[src/rtl/up_pkg.sv]
package up_pkg;

   localparam int DATA_W    = 8;
   localparam int NIB_W     = 4;
   localparam int OP_W      = 5;
   localparam int SEL_W     = 3;
   localparam int MEM_DEPTH = 1 << DATA_W;

   // Datapath op codes
   localparam logic [OP_W-1:0] OP_ADD        = 5'h00;
   localparam logic [OP_W-1:0] OP_SUB        = 5'h01;
   localparam logic [OP_W-1:0] OP_MUL        = 5'h02;
   localparam logic [OP_W-1:0] OP_DIV        = 5'h03;
   localparam logic [OP_W-1:0] OP_NAND       = 5'h04;
   localparam logic [OP_W-1:0] OP_XOR01      = 5'h05;
   localparam logic [OP_W-1:0] OP_XOR12      = 5'h06;
   localparam logic [OP_W-1:0] OP_XOR23      = 5'h07;
   localparam logic [OP_W-1:0] OP_XORS3      = 5'h08;
   localparam logic [OP_W-1:0] OP_XORP3      = 5'h09;
   localparam logic [OP_W-1:0] OP_SP_INC     = 5'h0A;
   localparam logic [OP_W-1:0] OP_SP_DEC     = 5'h0B;
   localparam logic [OP_W-1:0] OP_PC         = 5'h0C;
   localparam logic [OP_W-1:0] OP_FETCH_ADDR = 5'h0D;  // Program half
   localparam logic [OP_W-1:0] OP_TABLE_ADDR = 5'h0E;  // Table half
   localparam logic [OP_W-1:0] OP_PC_INC     = 5'h0F;
   localparam logic [OP_W-1:0] OP_PASS       = 5'h10;  // data_in

   // Write select codes I take memory and O take the result
   localparam logic [SEL_W-1:0] SEL_I0 = 3'd0;
   localparam logic [SEL_W-1:0] SEL_I1 = 3'd1;
   localparam logic [SEL_W-1:0] SEL_I2 = 3'd2;
   localparam logic [SEL_W-1:0] SEL_I3 = 3'd3;
   localparam logic [SEL_W-1:0] SEL_O0 = 3'd4;
   localparam logic [SEL_W-1:0] SEL_O1 = 3'd5;
   localparam logic [SEL_W-1:0] SEL_O2 = 3'd6;
   localparam logic [SEL_W-1:0] SEL_O3 = 3'd7;

   localparam logic [NIB_W-1:0] I_ADD  = 4'h0;
   localparam logic [NIB_W-1:0] I_SUB  = 4'h1;
   localparam logic [NIB_W-1:0] I_MUL  = 4'h2;
   localparam logic [NIB_W-1:0] I_DIV  = 4'h3;
   localparam logic [NIB_W-1:0] I_NAND = 4'h4;
   localparam logic [NIB_W-1:0] I_X01  = 4'h5;
   localparam logic [NIB_W-1:0] I_X12  = 4'h6;
   localparam logic [NIB_W-1:0] I_X23  = 4'h7;
   localparam logic [NIB_W-1:0] I_XS3  = 4'h8;
   localparam logic [NIB_W-1:0] I_XP3  = 4'h9;
   localparam logic [NIB_W-1:0] I_SPI  = 4'hA;
   localparam logic [NIB_W-1:0] I_SPD  = 4'hB;
   localparam logic [NIB_W-1:0] I_LDT  = 4'hC;
   localparam logic [NIB_W-1:0] I_LDX  = 4'hD;
   localparam logic [NIB_W-1:0] I_JMPT = 4'hE;
   localparam logic [NIB_W-1:0] I_HALT = 4'hF;

   localparam logic [DATA_W-1:0] PC_RST = 8'h00;
   localparam logic [DATA_W-1:0] SP_RST = 8'hFF;
   localparam logic [DATA_W-1:0] R0_RST = 8'h01;
   localparam logic [DATA_W-1:0] R1_RST = 8'h02;
   localparam logic [DATA_W-1:0] R2_RST = 8'h03;
   localparam logic [DATA_W-1:0] R3_RST = 8'h04;
   localparam logic [NIB_W-1:0]  IR_RST = 4'h0;

   typedef enum logic [2:0] {
      S_FETCH,
      S_DECODE,
      S_EXEC,
      S_LOAD,
      S_HALT
   } up_state_t;

endpackage

[src/rtl/up_ctrl_if.sv]
`timescale 1ns/100ps

interface up_ctrl_if
   import up_pkg::*;
();

   logic [OP_W-1:0]  op;      // Result mux select
   logic             ir_we;
   logic             pc_we;
   logic             sp_we;
   logic             rb_we;   // General register write
   logic [SEL_W-1:0] rb_sel;

   modport ctl (
      output op, ir_we, pc_we, sp_we, rb_we, rb_sel
   );

   modport dp (
      input  op, ir_we, pc_we, sp_we, rb_we, rb_sel
   );

endinterface

[src/rtl/up_datapath.sv]
`timescale 1ns/100ps

module up_datapath
   import up_pkg::*;
(
   input  logic              clk,
   input  logic              nRst,
   up_ctrl_if.dp             ctrl,
   input  logic [DATA_W-1:0] data_in,
   output logic [DATA_W-1:0] data_out,
   output logic [NIB_W-1:0]  ir
);

   logic [DATA_W-1:0] pc;
   logic [DATA_W-1:0] sp;
   logic [DATA_W-1:0] r0;
   logic [DATA_W-1:0] r1;
   logic [DATA_W-1:0] r2;
   logic [DATA_W-1:0] r3;
   logic [DATA_W-1:0] quot;

   // Divide by zero saturates to all ones
   assign quot = (r2 == '0) ? {DATA_W{1'b1}} : r1 / r2;

   always_comb begin
      case (ctrl.op)
         OP_ADD:        data_out = r1 + r2;
         OP_SUB:        data_out = r1 - r2;
         OP_MUL:        data_out = r1 * r2;           // Low byte only
         OP_DIV:        data_out = quot;
         OP_NAND:       data_out = ~(r1 & r2);
         OP_XOR01:      data_out = r0 ^ r1;
         OP_XOR12:      data_out = r1 ^ r2;
         OP_XOR23:      data_out = r2 ^ r3;
         OP_XORS3:      data_out = sp ^ r3;
         OP_XORP3:      data_out = pc ^ r3;
         OP_SP_INC:     data_out = sp + DATA_W'(1);
         OP_SP_DEC:     data_out = sp - DATA_W'(1);
         OP_PC:         data_out = pc;
         OP_FETCH_ADDR: data_out = {1'b0, pc[DATA_W-1:1]};
         OP_TABLE_ADDR: data_out = {1'b1, pc[DATA_W-1:1]};
         OP_PC_INC:     data_out = pc + DATA_W'(1);
         default:       data_out = data_in;
      endcase
   end

   always_ff @(posedge clk or negedge nRst) begin
      if (!nRst) begin
         pc <= PC_RST;
         sp <= SP_RST;
         ir <= IR_RST;
         r0 <= R0_RST;
         r1 <= R1_RST;
         r2 <= R2_RST;
         r3 <= R3_RST;
      end else begin
         if (ctrl.ir_we) begin
            // Even pc takes the high nibble
            if (pc[0]) begin
               ir <= data_in[NIB_W-1:0];
            end else begin
               ir <= data_in[DATA_W-1:NIB_W];
            end
         end
         if (ctrl.pc_we) begin
            pc <= data_out;
         end
         if (ctrl.sp_we) begin
            sp <= data_out;
         end
         if (ctrl.rb_we) begin
            case (ctrl.rb_sel)
               SEL_I0:  r0 <= data_in;
               SEL_I1:  r1 <= data_in;
               SEL_I2:  r2 <= data_in;
               SEL_I3:  r3 <= data_in;
               SEL_O0:  r0 <= data_out;
               SEL_O1:  r1 <= data_out;
               SEL_O2:  r2 <= data_out;
               SEL_O3:  r3 <= data_out;
               default: r0 <= r0;
            endcase
         end
      end
   end

endmodule

[src/rtl/up_control.sv]
`timescale 1ns/100ps

module up_control
   import up_pkg::*;
(
   input  logic             clk,
   input  logic             nRst,
   up_ctrl_if.ctl           ctrl,
   input  logic [NIB_W-1:0] ir,
   output logic             mar_we,
   output logic             retire,
   output logic             halted,
   output logic [NIB_W-1:0] retire_ir
);

   up_state_t        state;
   up_state_t        state_nxt;
   logic [OP_W-1:0]  exec_op;
   logic [SEL_W-1:0] exec_sel;
   logic             alu_form;
   logic             sp_form;
   logic             mem_form;

   assign alu_form = (ir <= I_XP3);                          // Writes a general register
   assign sp_form  = (ir == I_SPI) || (ir == I_SPD);
   assign mem_form = (ir == I_LDT) || (ir == I_LDX) || (ir == I_JMPT);

   // Decode-loaded ir stays stable through exec and load
   assign retire_ir = ir;
   assign halted    = (state == S_HALT);

   always_ff @(posedge clk or negedge nRst) begin
      if (!nRst) begin
         state <= S_FETCH;
      end else begin
         state <= state_nxt;
      end
   end

   always_comb begin
      case (state)
         S_FETCH:  state_nxt = S_DECODE;
         S_DECODE: state_nxt = S_EXEC;
         S_EXEC: begin
            if (ir == I_HALT) begin
               state_nxt = S_HALT;
            end else if (mem_form) begin
               state_nxt = S_LOAD;
            end else begin
               state_nxt = S_FETCH;
            end
         end
         S_LOAD:   state_nxt = S_FETCH;
         S_HALT:   state_nxt = S_HALT;                       // Left only by reset
         default:  state_nxt = S_FETCH;
      endcase
   end

   // Nibble to datapath op
   always_comb begin
      case (ir)
         I_ADD:  exec_op = OP_ADD;
         I_SUB:  exec_op = OP_SUB;
         I_MUL:  exec_op = OP_MUL;
         I_DIV:  exec_op = OP_DIV;
         I_NAND: exec_op = OP_NAND;
         I_X01:  exec_op = OP_XOR01;
         I_X12:  exec_op = OP_XOR12;
         I_X23:  exec_op = OP_XOR23;
         I_XS3:  exec_op = OP_XORS3;
         I_XP3:  exec_op = OP_XORP3;
         I_SPI:  exec_op = OP_SP_INC;
         I_SPD:  exec_op = OP_SP_DEC;
         I_LDT:  exec_op = OP_TABLE_ADDR;
         I_LDX:  exec_op = OP_XORS3;                         // Index address sp ^ r3
         I_JMPT: exec_op = OP_TABLE_ADDR;
         I_HALT: exec_op = OP_PC;                            // Reports pc on retire
      endcase
   end

   always_comb begin
      case (ir)
         I_ADD, I_SUB, I_MUL, I_DIV, I_NAND: exec_sel = SEL_O0;
         I_X01, I_X12, I_X23:                exec_sel = SEL_O3;
         I_XS3, I_XP3:                       exec_sel = SEL_O2;
         I_LDT:                              exec_sel = SEL_I1;
         I_LDX:                              exec_sel = SEL_I2;
         default:                            exec_sel = SEL_O0;
      endcase
   end

   always_comb begin
      ctrl.op     = OP_PASS;
      ctrl.ir_we  = 1'b0;
      ctrl.pc_we  = 1'b0;
      ctrl.sp_we  = 1'b0;
      ctrl.rb_we  = 1'b0;
      ctrl.rb_sel = SEL_O0;
      mar_we      = 1'b0;
      retire      = 1'b0;
      case (state)
         S_FETCH: begin
            ctrl.op = OP_FETCH_ADDR;
            mar_we  = 1'b1;
         end
         S_DECODE: begin
            ctrl.op    = OP_PC_INC;
            ctrl.ir_we = 1'b1;
            ctrl.pc_we = 1'b1;
         end
         S_EXEC: begin
            ctrl.op     = exec_op;
            ctrl.rb_sel = exec_sel;
            if (mem_form) begin
               mar_we = 1'b1;                                // Operand address first
            end else begin
               ctrl.rb_we = alu_form;
               ctrl.sp_we = sp_form;
               retire     = 1'b1;
            end
         end
         S_LOAD: begin
            ctrl.op     = OP_PASS;
            ctrl.rb_sel = exec_sel;
            ctrl.rb_we  = (ir != I_JMPT);
            ctrl.pc_we  = (ir == I_JMPT);
            retire      = 1'b1;
         end
         default: begin
            ctrl.op = OP_PASS;
         end
      endcase
   end

endmodule

[src/rtl/up_memory.sv]
`timescale 1ns/100ps

module up_memory
   import up_pkg::*;
(
   input  logic              clk,
   input  logic [DATA_W-1:0] addr,
   input  logic              mar_we,
   input  logic              load_we,
   input  logic [DATA_W-1:0] load_addr,
   input  logic [DATA_W-1:0] load_data,
   output logic [DATA_W-1:0] rdata
);

   logic [DATA_W-1:0] mar;
   logic [DATA_W-1:0] mem [MEM_DEPTH];

   always_ff @(posedge clk) begin
      if (mar_we) begin
         mar <= addr;
      end
   end

   // Loaded by the testbench while the core sits in reset
   always_ff @(posedge clk) begin
      if (load_we) begin
         mem[load_addr] <= load_data;
      end
   end

   assign rdata = mem[mar];                                  // Asynchronous read

endmodule

[src/rtl/up_cpu.sv]
`timescale 1ns/100ps

module up_cpu
   import up_pkg::*;
(
   input  logic              clk,
   input  logic              nRst,
   input  logic              load_we,
   input  logic [DATA_W-1:0] load_addr,
   input  logic [DATA_W-1:0] load_data,
   output logic              retire,
   output logic [NIB_W-1:0]  retire_ir,
   output logic [DATA_W-1:0] retire_value,
   output logic              halted
);

   logic [DATA_W-1:0] result;
   logic [DATA_W-1:0] mem_data;
   logic [NIB_W-1:0]  ir;
   logic              mar_we;

   up_ctrl_if ctrl_bus ();

   up_control up_control_inst (
      .clk       (clk),
      .nRst      (nRst),
      .ctrl      (ctrl_bus.ctl),
      .ir        (ir),
      .mar_we    (mar_we),
      .retire    (retire),
      .halted    (halted),
      .retire_ir (retire_ir)
   );

   up_datapath up_datapath_inst (
      .clk      (clk),
      .nRst     (nRst),
      .ctrl     (ctrl_bus.dp),
      .data_in  (mem_data),
      .data_out (result),
      .ir       (ir)
   );

   // Result bus doubles as the memory address
   up_memory up_memory_inst (
      .clk       (clk),
      .addr      (result),
      .mar_we    (mar_we),
      .load_we   (load_we),
      .load_addr (load_addr),
      .load_data (load_data),
      .rdata     (mem_data)
   );

   assign retire_value = result;

endmodule

[config.mk]
export PLATFORM = sky130hd
export DESIGN_NAME = up_cpu
export DESIGN_NICKNAME = d
export VERILOG_FILES = /design/src/rtl/up_pkg.sv /design/src/rtl/up_ctrl_if.sv /design/src/rtl/up_datapath.sv /design/src/rtl/up_control.sv /design/src/rtl/up_memory.sv /design/src/rtl/up_cpu.sv
export SDC_FILE = /design/constraint.sdc
export NUM_CORES = 2
export LEC_CHECK = 0
export BUFFER_PORTS_ARGS = -buffer_cell sky130_fd_sc_hd__clkbuf_2
export CORE_MARGIN = 10
export CORE_UTILIZATION = 52
export DETAILED_ROUTE_END_ITERATION = 10
export MAX_ROUTING_LAYER = met4
export PLACE_DENSITY_LB_ADDON = 0.05
export SLEW_MARGIN = 10
export SYNTH_ARGS = -nofsm -noshare
export SYNTH_HDL_FRONTEND = slang
export SYNTH_SLANG_ARGS = --single-unit
[constraint.sdc]
create_clock -name clk -period 16.7 [get_ports clk]
set_input_delay 0.835 -clock clk [delete_from_list [all_inputs] [get_ports clk]]
set_output_delay 0.835 -clock clk [all_outputs]
set_load 0.02 [all_outputs]
-- Word-level counts from Yosys, hierarchy flattened
Memories as Yosys holds them, arrays and structs flattened. A register that Yosys moved wholly into a read port is not among the register bits.
Cells that the tools add are included.
- bitwise operators: 7
- multiplexer cells: 25
- reductions and logical operators: 16
- divide/modulo/power cells: 1
- eq/ne operators: 33
- shifts and indexed selects: 0
- add/sub/neg operators: 5
- $lt $le $gt $ge: 1
- $mul: 1
- operators with widths (operator ; count):
    case mux 8 bit (16 select lines) ; 1
    case mux 8 bit (2 select lines) ; 4
    == test 5 x 4 -> 1 bit, second input constant ; 8
    bitwise XOR 8 bit ; 5
    == test 4 bit, second input constant ; 6
    == test 5 x 3 -> 1 bit, second input constant ; 4
    adder 8 x 1 -> 8 bit, second input constant ; 2
    2-to-1 mux 8 bit ; 2
    == test 3 bit, second input constant ; 5
    case mux 5 bit (3 select lines) ; 1
    == test 3 x 2 -> 1 bit, second input constant ; 4
    case mux 3 bit (4 select lines) ; 1
    == test 5 x 2 -> 1 bit, second input constant ; 2
    adder 8 bit ; 1
    AND 8 bit ; 1
    divider 8 x 8 -> 8 bit ; 1
    zero test 8 bit ; 1
    multiplier 8 x 8 -> 8 bit ; 1
    2-to-1 mux 1 bit ; 8
    inverter 8 bit ; 1
    case mux 1 bit (2 select lines) ; 4
    AND reduction 2 bit ; 4
    nonzero test 2 bit ; 4
    subtractor 8 x 1 -> 8 bit, second input constant ; 1
    other kinds (12) ; 17
- memories kept: 3
- memory bits (writable): 2048
- register bits after elaboration: 63
- word-level logic and storage cells: 101
- latch bits: 0
- memory bits (read-only): 112
- output and inout bits: 14
- input port bits: 19
- memory list (memory ; depth ; width ; read ports ; clocked after memory_dff ; wr ports ; line ; source):
    up_memory_inst.mem ; 256 ; 8 ; 1 ; 1 ; 1 ; up_memory.sv:16 ; logic [DATA_W-1:0] mem [MEM_DEPTH];
    (name not given) ; 16 ; 4 ; 1 ; 0 ; 0 ; up_control.sv:61 ; case (ir)
    (name not given) ; 16 ; 3 ; 1 ; 0 ; 0 ; up_control.sv:82 ; case (ir)

-- Logic depth before layout (Yosys ltp)
- word-level depth: 6
- mapped depth: 60
- gate-level depth less buffers: 56

-- Hierarchy
From an unflattened synthesis, not the netlist that was laid out.
- cells, all modules: 4658
- area, all modules: 87214.9 um2
- by module, submodules not included (module ; times used ; cells each ; sequential area each (um2) ; area each (um2)):
    up_memory ; 1 ; 3737 ; 61899.4 ; 79920.4
    up_datapath ; 1 ; 868 ; 1317.5 ; 6907.9
    up_control ; 1 ; 53 ; 75.1 ; 386.6

-- Worst setup path after synthesis
OpenSTA, ideal clock, no wires.
- kind: register to output
- start: register up_datapath_inst.r2[5]
- end: output port retire_value[0]
- arrival time: 11.628 ns
- buffers on the path: 3
- required time: 15.865 ns
- stages on the path, launching flop included: 51
- setup slack: 4.237 ns
- cell sequence: dfrtp_1 > clkbuf_1 > or3_1 > nor3_4 > a31oi_1 > nor2_1 > ha_1 > or4b_2 > nand2_1 > a222oi_1 > ha_1 > o21ai_0 > a211oi_2 > mux2_2 > ha_1 > o21a_1 > o21a_1 > o21ai_1 > (+15 left out) > o21ai_0 > ha_1 > o21a_1 > o21a_1 > o21ai_0 > a21oi_1 > a2111oi_0 > or2_2 > clkbuf_1 > mux2_2 > ha_1 > a21oi_1 > o21ai_0 > a21o_1 > nand3_1 > a21oi_1 > a2111oi_2 > nor2_1
- word-level cells in the longest chain between the ends: 3
- elaborated cells on any way between the ends: 4
- classes of those cells: div: 1; mux: 2; reduce/logical: 1
- ends and longest elaborated chain (element ; line ; source):
    from (decl) ; up_datapath.sv:18 ; logic [DATA_W-1:0] r2;
    from (signal assigned) ; up_datapath.sv:75 ; SEL_I2: r2 <= data_in;
    from (signal assigned) ; up_datapath.sv:79 ; SEL_O2: r2 <= data_out;
    divider 8 x 8 -> 8 bit / zero test 8 bit (equally long branches) ; up_datapath.sv:23 ; assign quot = (r2 == '0) ? {DATA_W{1'b1}} : r1 / r2;
    2-to-1 mux 8 bit * ; up_datapath.sv:23 ;
    case mux 8 bit (16 select lines) * ; up_datapath.sv:26 ; case (ctrl.op)
    to (decl) ; up_cpu.sv:13 ; output logic [DATA_W-1:0] retire_value,
Mark *: on every way between the ends. The rest lies on a longest branch, timed or not.

-- Worst setup path in the final report
- start: register up_datapath_inst.r2[0]
- end: output port retire_value[0]
- word-level cells in the longest chain between the ends: 3
- elaborated cells on any way between the ends: 11
- classes of those cells: add/sub: 2; mul: 1; div: 1; mux: 2; bitwise: 4; reduce/logical: 1
- ends and longest elaborated chain (element ; line):
    divider 8 x 8 -> 8 bit (tied with other cells) ; up_datapath.sv:23
    2-to-1 mux 8 bit / inverter 8 bit (equally long branches) ; up_datapath.sv:23, up_datapath.sv:31
    case mux 8 bit (16 select lines) * ; up_datapath.sv:26
Marked as above.

==> results by group <==
Clocking
  • CTS root buf: clkbuf_16
  • H-tree Lvls: 4
  • CTS Buf Count: 215
  • Clk_lat worst skew: 0.87 ns
  • CTS sink cnt: 2,119
  • # resized after CTS: 0
  • Reg clk slew, reported paths: 0.06 ns
  • Postcts setup bufs: 0
  • Clock buffer depth: 3
  • Hold buffer count at cts: 0
  • CTS tree: done

Place
  • Post-DP HPWL: 164,000 µm
  • Placed insts: 6,772
  • Placer Congestion: 0.932
  • Placement Setup Slack: 2.80 ns
  • Placed Instance Area: 89,700 µm²
  • Port bufs: 32

Drt
  • Vias per cell: 6.62
  • DRC Markers: 0
  • First-pass DRT Iterations: 5
  • Via count: 47.5k
  • Routed WL: 258,000 µm
  • WL/cell: 35.9 µm
  • ANT nets after route: 0
  • Initial drt markers: 6,523

Power
  • Sequential power share: 0.350
  • Comb pwr share: 0.374
  • Psw: 6.41 mW
  • Pwr/cell area: 183 nW/µm²
  • Max rail drop VDD: 0.146 mV
  • Internal power: 11.3 mW
  • Clk pwr share: 0.275
  • Net Sw Frac: 0.362
  • Leak: 30.9 nW

Die
  • Core Box Area: 167,000 µm²
  • Die Wd: 430 µm
  • Placement Rows: 150
  • Starting Density: 0.524
  • Num ports: 33
  • Chip Height: 430 µm
  • Die ar.: 185,000 µm²

Logic synthesis
  • Synth area leader: edfxtp_1
  • Predominant post-synthesis flop cell: edfxtp_1
  • Post-synthesis area per instance: 18.6 µm²
  • Gate Count Post-Synth: 4,700
  • Seq cells post-synth: 2,119
  • Cell variety after synth: 109
  • Synth Cell Area: 87,600 µm²
  • Post-synth EDFFs: 2,056
  • Share of async-settable or async-resettable flops after synthesis: 0.0260
  • Ranking of synthesized cells by area: edfxtp_1, mux4_2, mux2i_1, nor2_1, dfrtp_1
  • Sequential share of the synthesized area: 0.723
  • Post-synthesis net count: 4,798
  • Syn. warnings: 0
  • Top cell type's share of synthesized area: 0.705

Timing
  • Clock Skew: 0.0501 ns
  • Final setup violation count: 0
  • Worst Setup Slack, final: 1.90 ns
  • Setup TNS: 0 ns
  • Final Hold Violating Endpoints: 0
  • Final period utilization: 0.887
  • Peak Freq: 67.5 MHz
  • Slew margin rel.: 0.148
  • Slew Limit Fails: 0
  • Worst slew pin tran: 1.27 ns
  • Minimum clock period: 14.80 ns
  • RSZ-0062 raised after global routing: false

Global routing
  • Met3 Track Usage GR: 0.0586
  • GRT overflow: 0
  • Met2 usage: 0.416
  • Grt peak-use layer: met2
  • First-pass GRT wire length: 364,000 µm
  • GR Util met1: 0.405
  • Initial antenna violation count: 13
  • Vias in the first global route: 46.3k
  • Gr usage total: 0.284
  • Largest net degree at the start of global routing: 117

Setup path
  • Cell family with most CP delay: compound AO/OA/AOI/OAI gates
  • Crit path buffers/inverters: 3
  • CP startpoint kind: register
  • Crit path top cell by count: o21a_1
  • Max stage delay on crit path: 0.72 ns
  • Critical Path RT: 15.87 ns
  • Crit-path slowest cell: dfstp_2
  • Crit path DAT: 13.97 ns
  • Critical Path End Type: output port
  • Crit path kind: reg2out
  • Crit path max fanout: 13

Final layout
  • Final Core Density: 0.579
  • Nets: 4,883
  • Fraction of layout cells with a size suffix above 1: 0.211
  • Commonest non-fill, non-tap cell in the layout: edfxtp_1
  • Most frequent cells in the layout: edfxtp_1, mux4_2, nor2_1, nand2_1, clkbuf_16
  • FILL cells: 12.6k
  • Area delta synth->final: 10.6%
  • Post-route design area: 96,800 µm²
  • Layout Cells excl Fill: 7,187

Job
  • Total of max-cap violations: 0

Worst hold path
  • Hold Crit Class: in2async

Run status
  • Status: complete, no violations
==> power by group through the flow <==
stage / clock, mW / sequential [mW] / combinational, mW
after global placement: 0 / 6.30 / 6.56
after detailed placement: 0 / 6.30 / 6.55
final: 4.87 / 6.20 / 6.62
after global routing: 5.12 / 6.21 / 7.00
after CTS: 4.91 / 6.19 / 6.58
after floorplan: 0 / 6.11 / 4.45
==> area by class of cell <==
class | count | area [µm²] | area share
sequential | 2119 | 63300 | 0.654
multi-input combinational | 2253 | 22300 | 0.230
clock buffer | 261 | 5650 | 0.0583
tap | 2204 | 2760 | 0.0285
clock inverter | 147 | 1480 | 0.0153
timing repair buffer | 153 | 1160 | 0.0120
inverter | 43 | 163 | 0.00168
antenna | 7 | 17.5 | 0.000181
==> flip-flops by register name (all words and copies together) (netlist names), named ones only <==
register and cells:
up_control_inst.state 3, up_datapath_inst.ir 4, up_datapath_inst.pc 8, up_datapath_inst.r0 8, up_datapath_inst.r1 8, up_datapath_inst.r2 8, up_datapath_inst.r3 8, up_datapath_inst.sp 8
up_memory_inst.mar 8, up_memory_inst.mem 2048
==> cell usage after synthesis, types with 11 or more instances <==
cell and n:
a211oi_1 27, a21o_1 29, a21oi_1 87, a221oi_1 22, a22o_1 18, a22oi_1 56
a31oi_1 15, a32oi_1 12, and2_1 23, buf_12 14, buf_2 61, buf_4 49
buf_6 30, clkbuf_1 115, dfrtp_1 42, dfstp_2 13, edfxtp_1 2056, fa_1 13
ha_1 66, inv_1 38, mux2_2 65, mux2i_1 148, mux4_1 23, mux4_2 434
nand2_1 229, nand2b_1 23, nand3_1 51, nand4_1 14, nor2_1 359, nor2b_1 47
nor3_1 56, nor4_1 14, o211ai_1 11, o21a_1 18, o21ai_0 59, o21ai_1 17
o22ai_1 68, o31ai_1 18, xnor2_1 41, xor2_1 23
==> worst paths after layout <==
kind,start,to,slack [ns],cells past startpoint
worst max-delay path,up_datapath_inst.r2[0]$_DFFE_PN1P_,retire_value[0],1.90,53
worst min-delay path,nRst,up_datapath_inst.r1[5]$_DFFE_PN0P_,0.15,2
worst max register to register,up_datapath_inst.r2[0]$_DFFE_PN1P_,up_memory_inst.mar[0]$_DFFE_PP_,3.49,52
worst min register to register,up_memory_inst.mar[5]$_DFFE_PP_,register,0.45,2
max in group asynchronous,nRst,up_datapath_inst.pc[2]$_DFFE_PN0P_,16.01,2
min in group clk,up_memory_inst.mar[5]$_DFFE_PP_,register,0.45,2
==> through the flow <==
step	power, mW	hold WS (ns)
after floorplan	10.6	0.416
after global placement	12.9	0.431
after detailed placement	12.8	0.438
after CTS	17.7	0.149
after global routing	18.3	0.218
final	17.7	0.147
==> logic make-up (layout without fill, tap and decap cells) <==
family / count (synthesis) / count (layout) / synth area share
fa+ha+maj: 79 / 79 / 0.0124
xor+xnor: 66 / 66 / 0.00692
simple gates: 892 / 892 / 0.0468
other cells: 0 / 7 / 0
compound gates: 545 / 545 / 0.0442
flops: 2119 / 2119 / 0.723
buf+inv: 328 / 604 / 0.0230
mux: 671 / 671 / 0.144
==> layer usage <==
| metal | part of all wire | vias up |
|---|---|---|
| li1 | - | 19300 |
| met1 | 0.42 | 25400 |
| met2 | 0.46 | 2436 |
| met3 | 0.092 | 402 |
| met4 | 0.030 | 0 |
| met5 | 0 | - |
(Power assumes the default switching activity.)
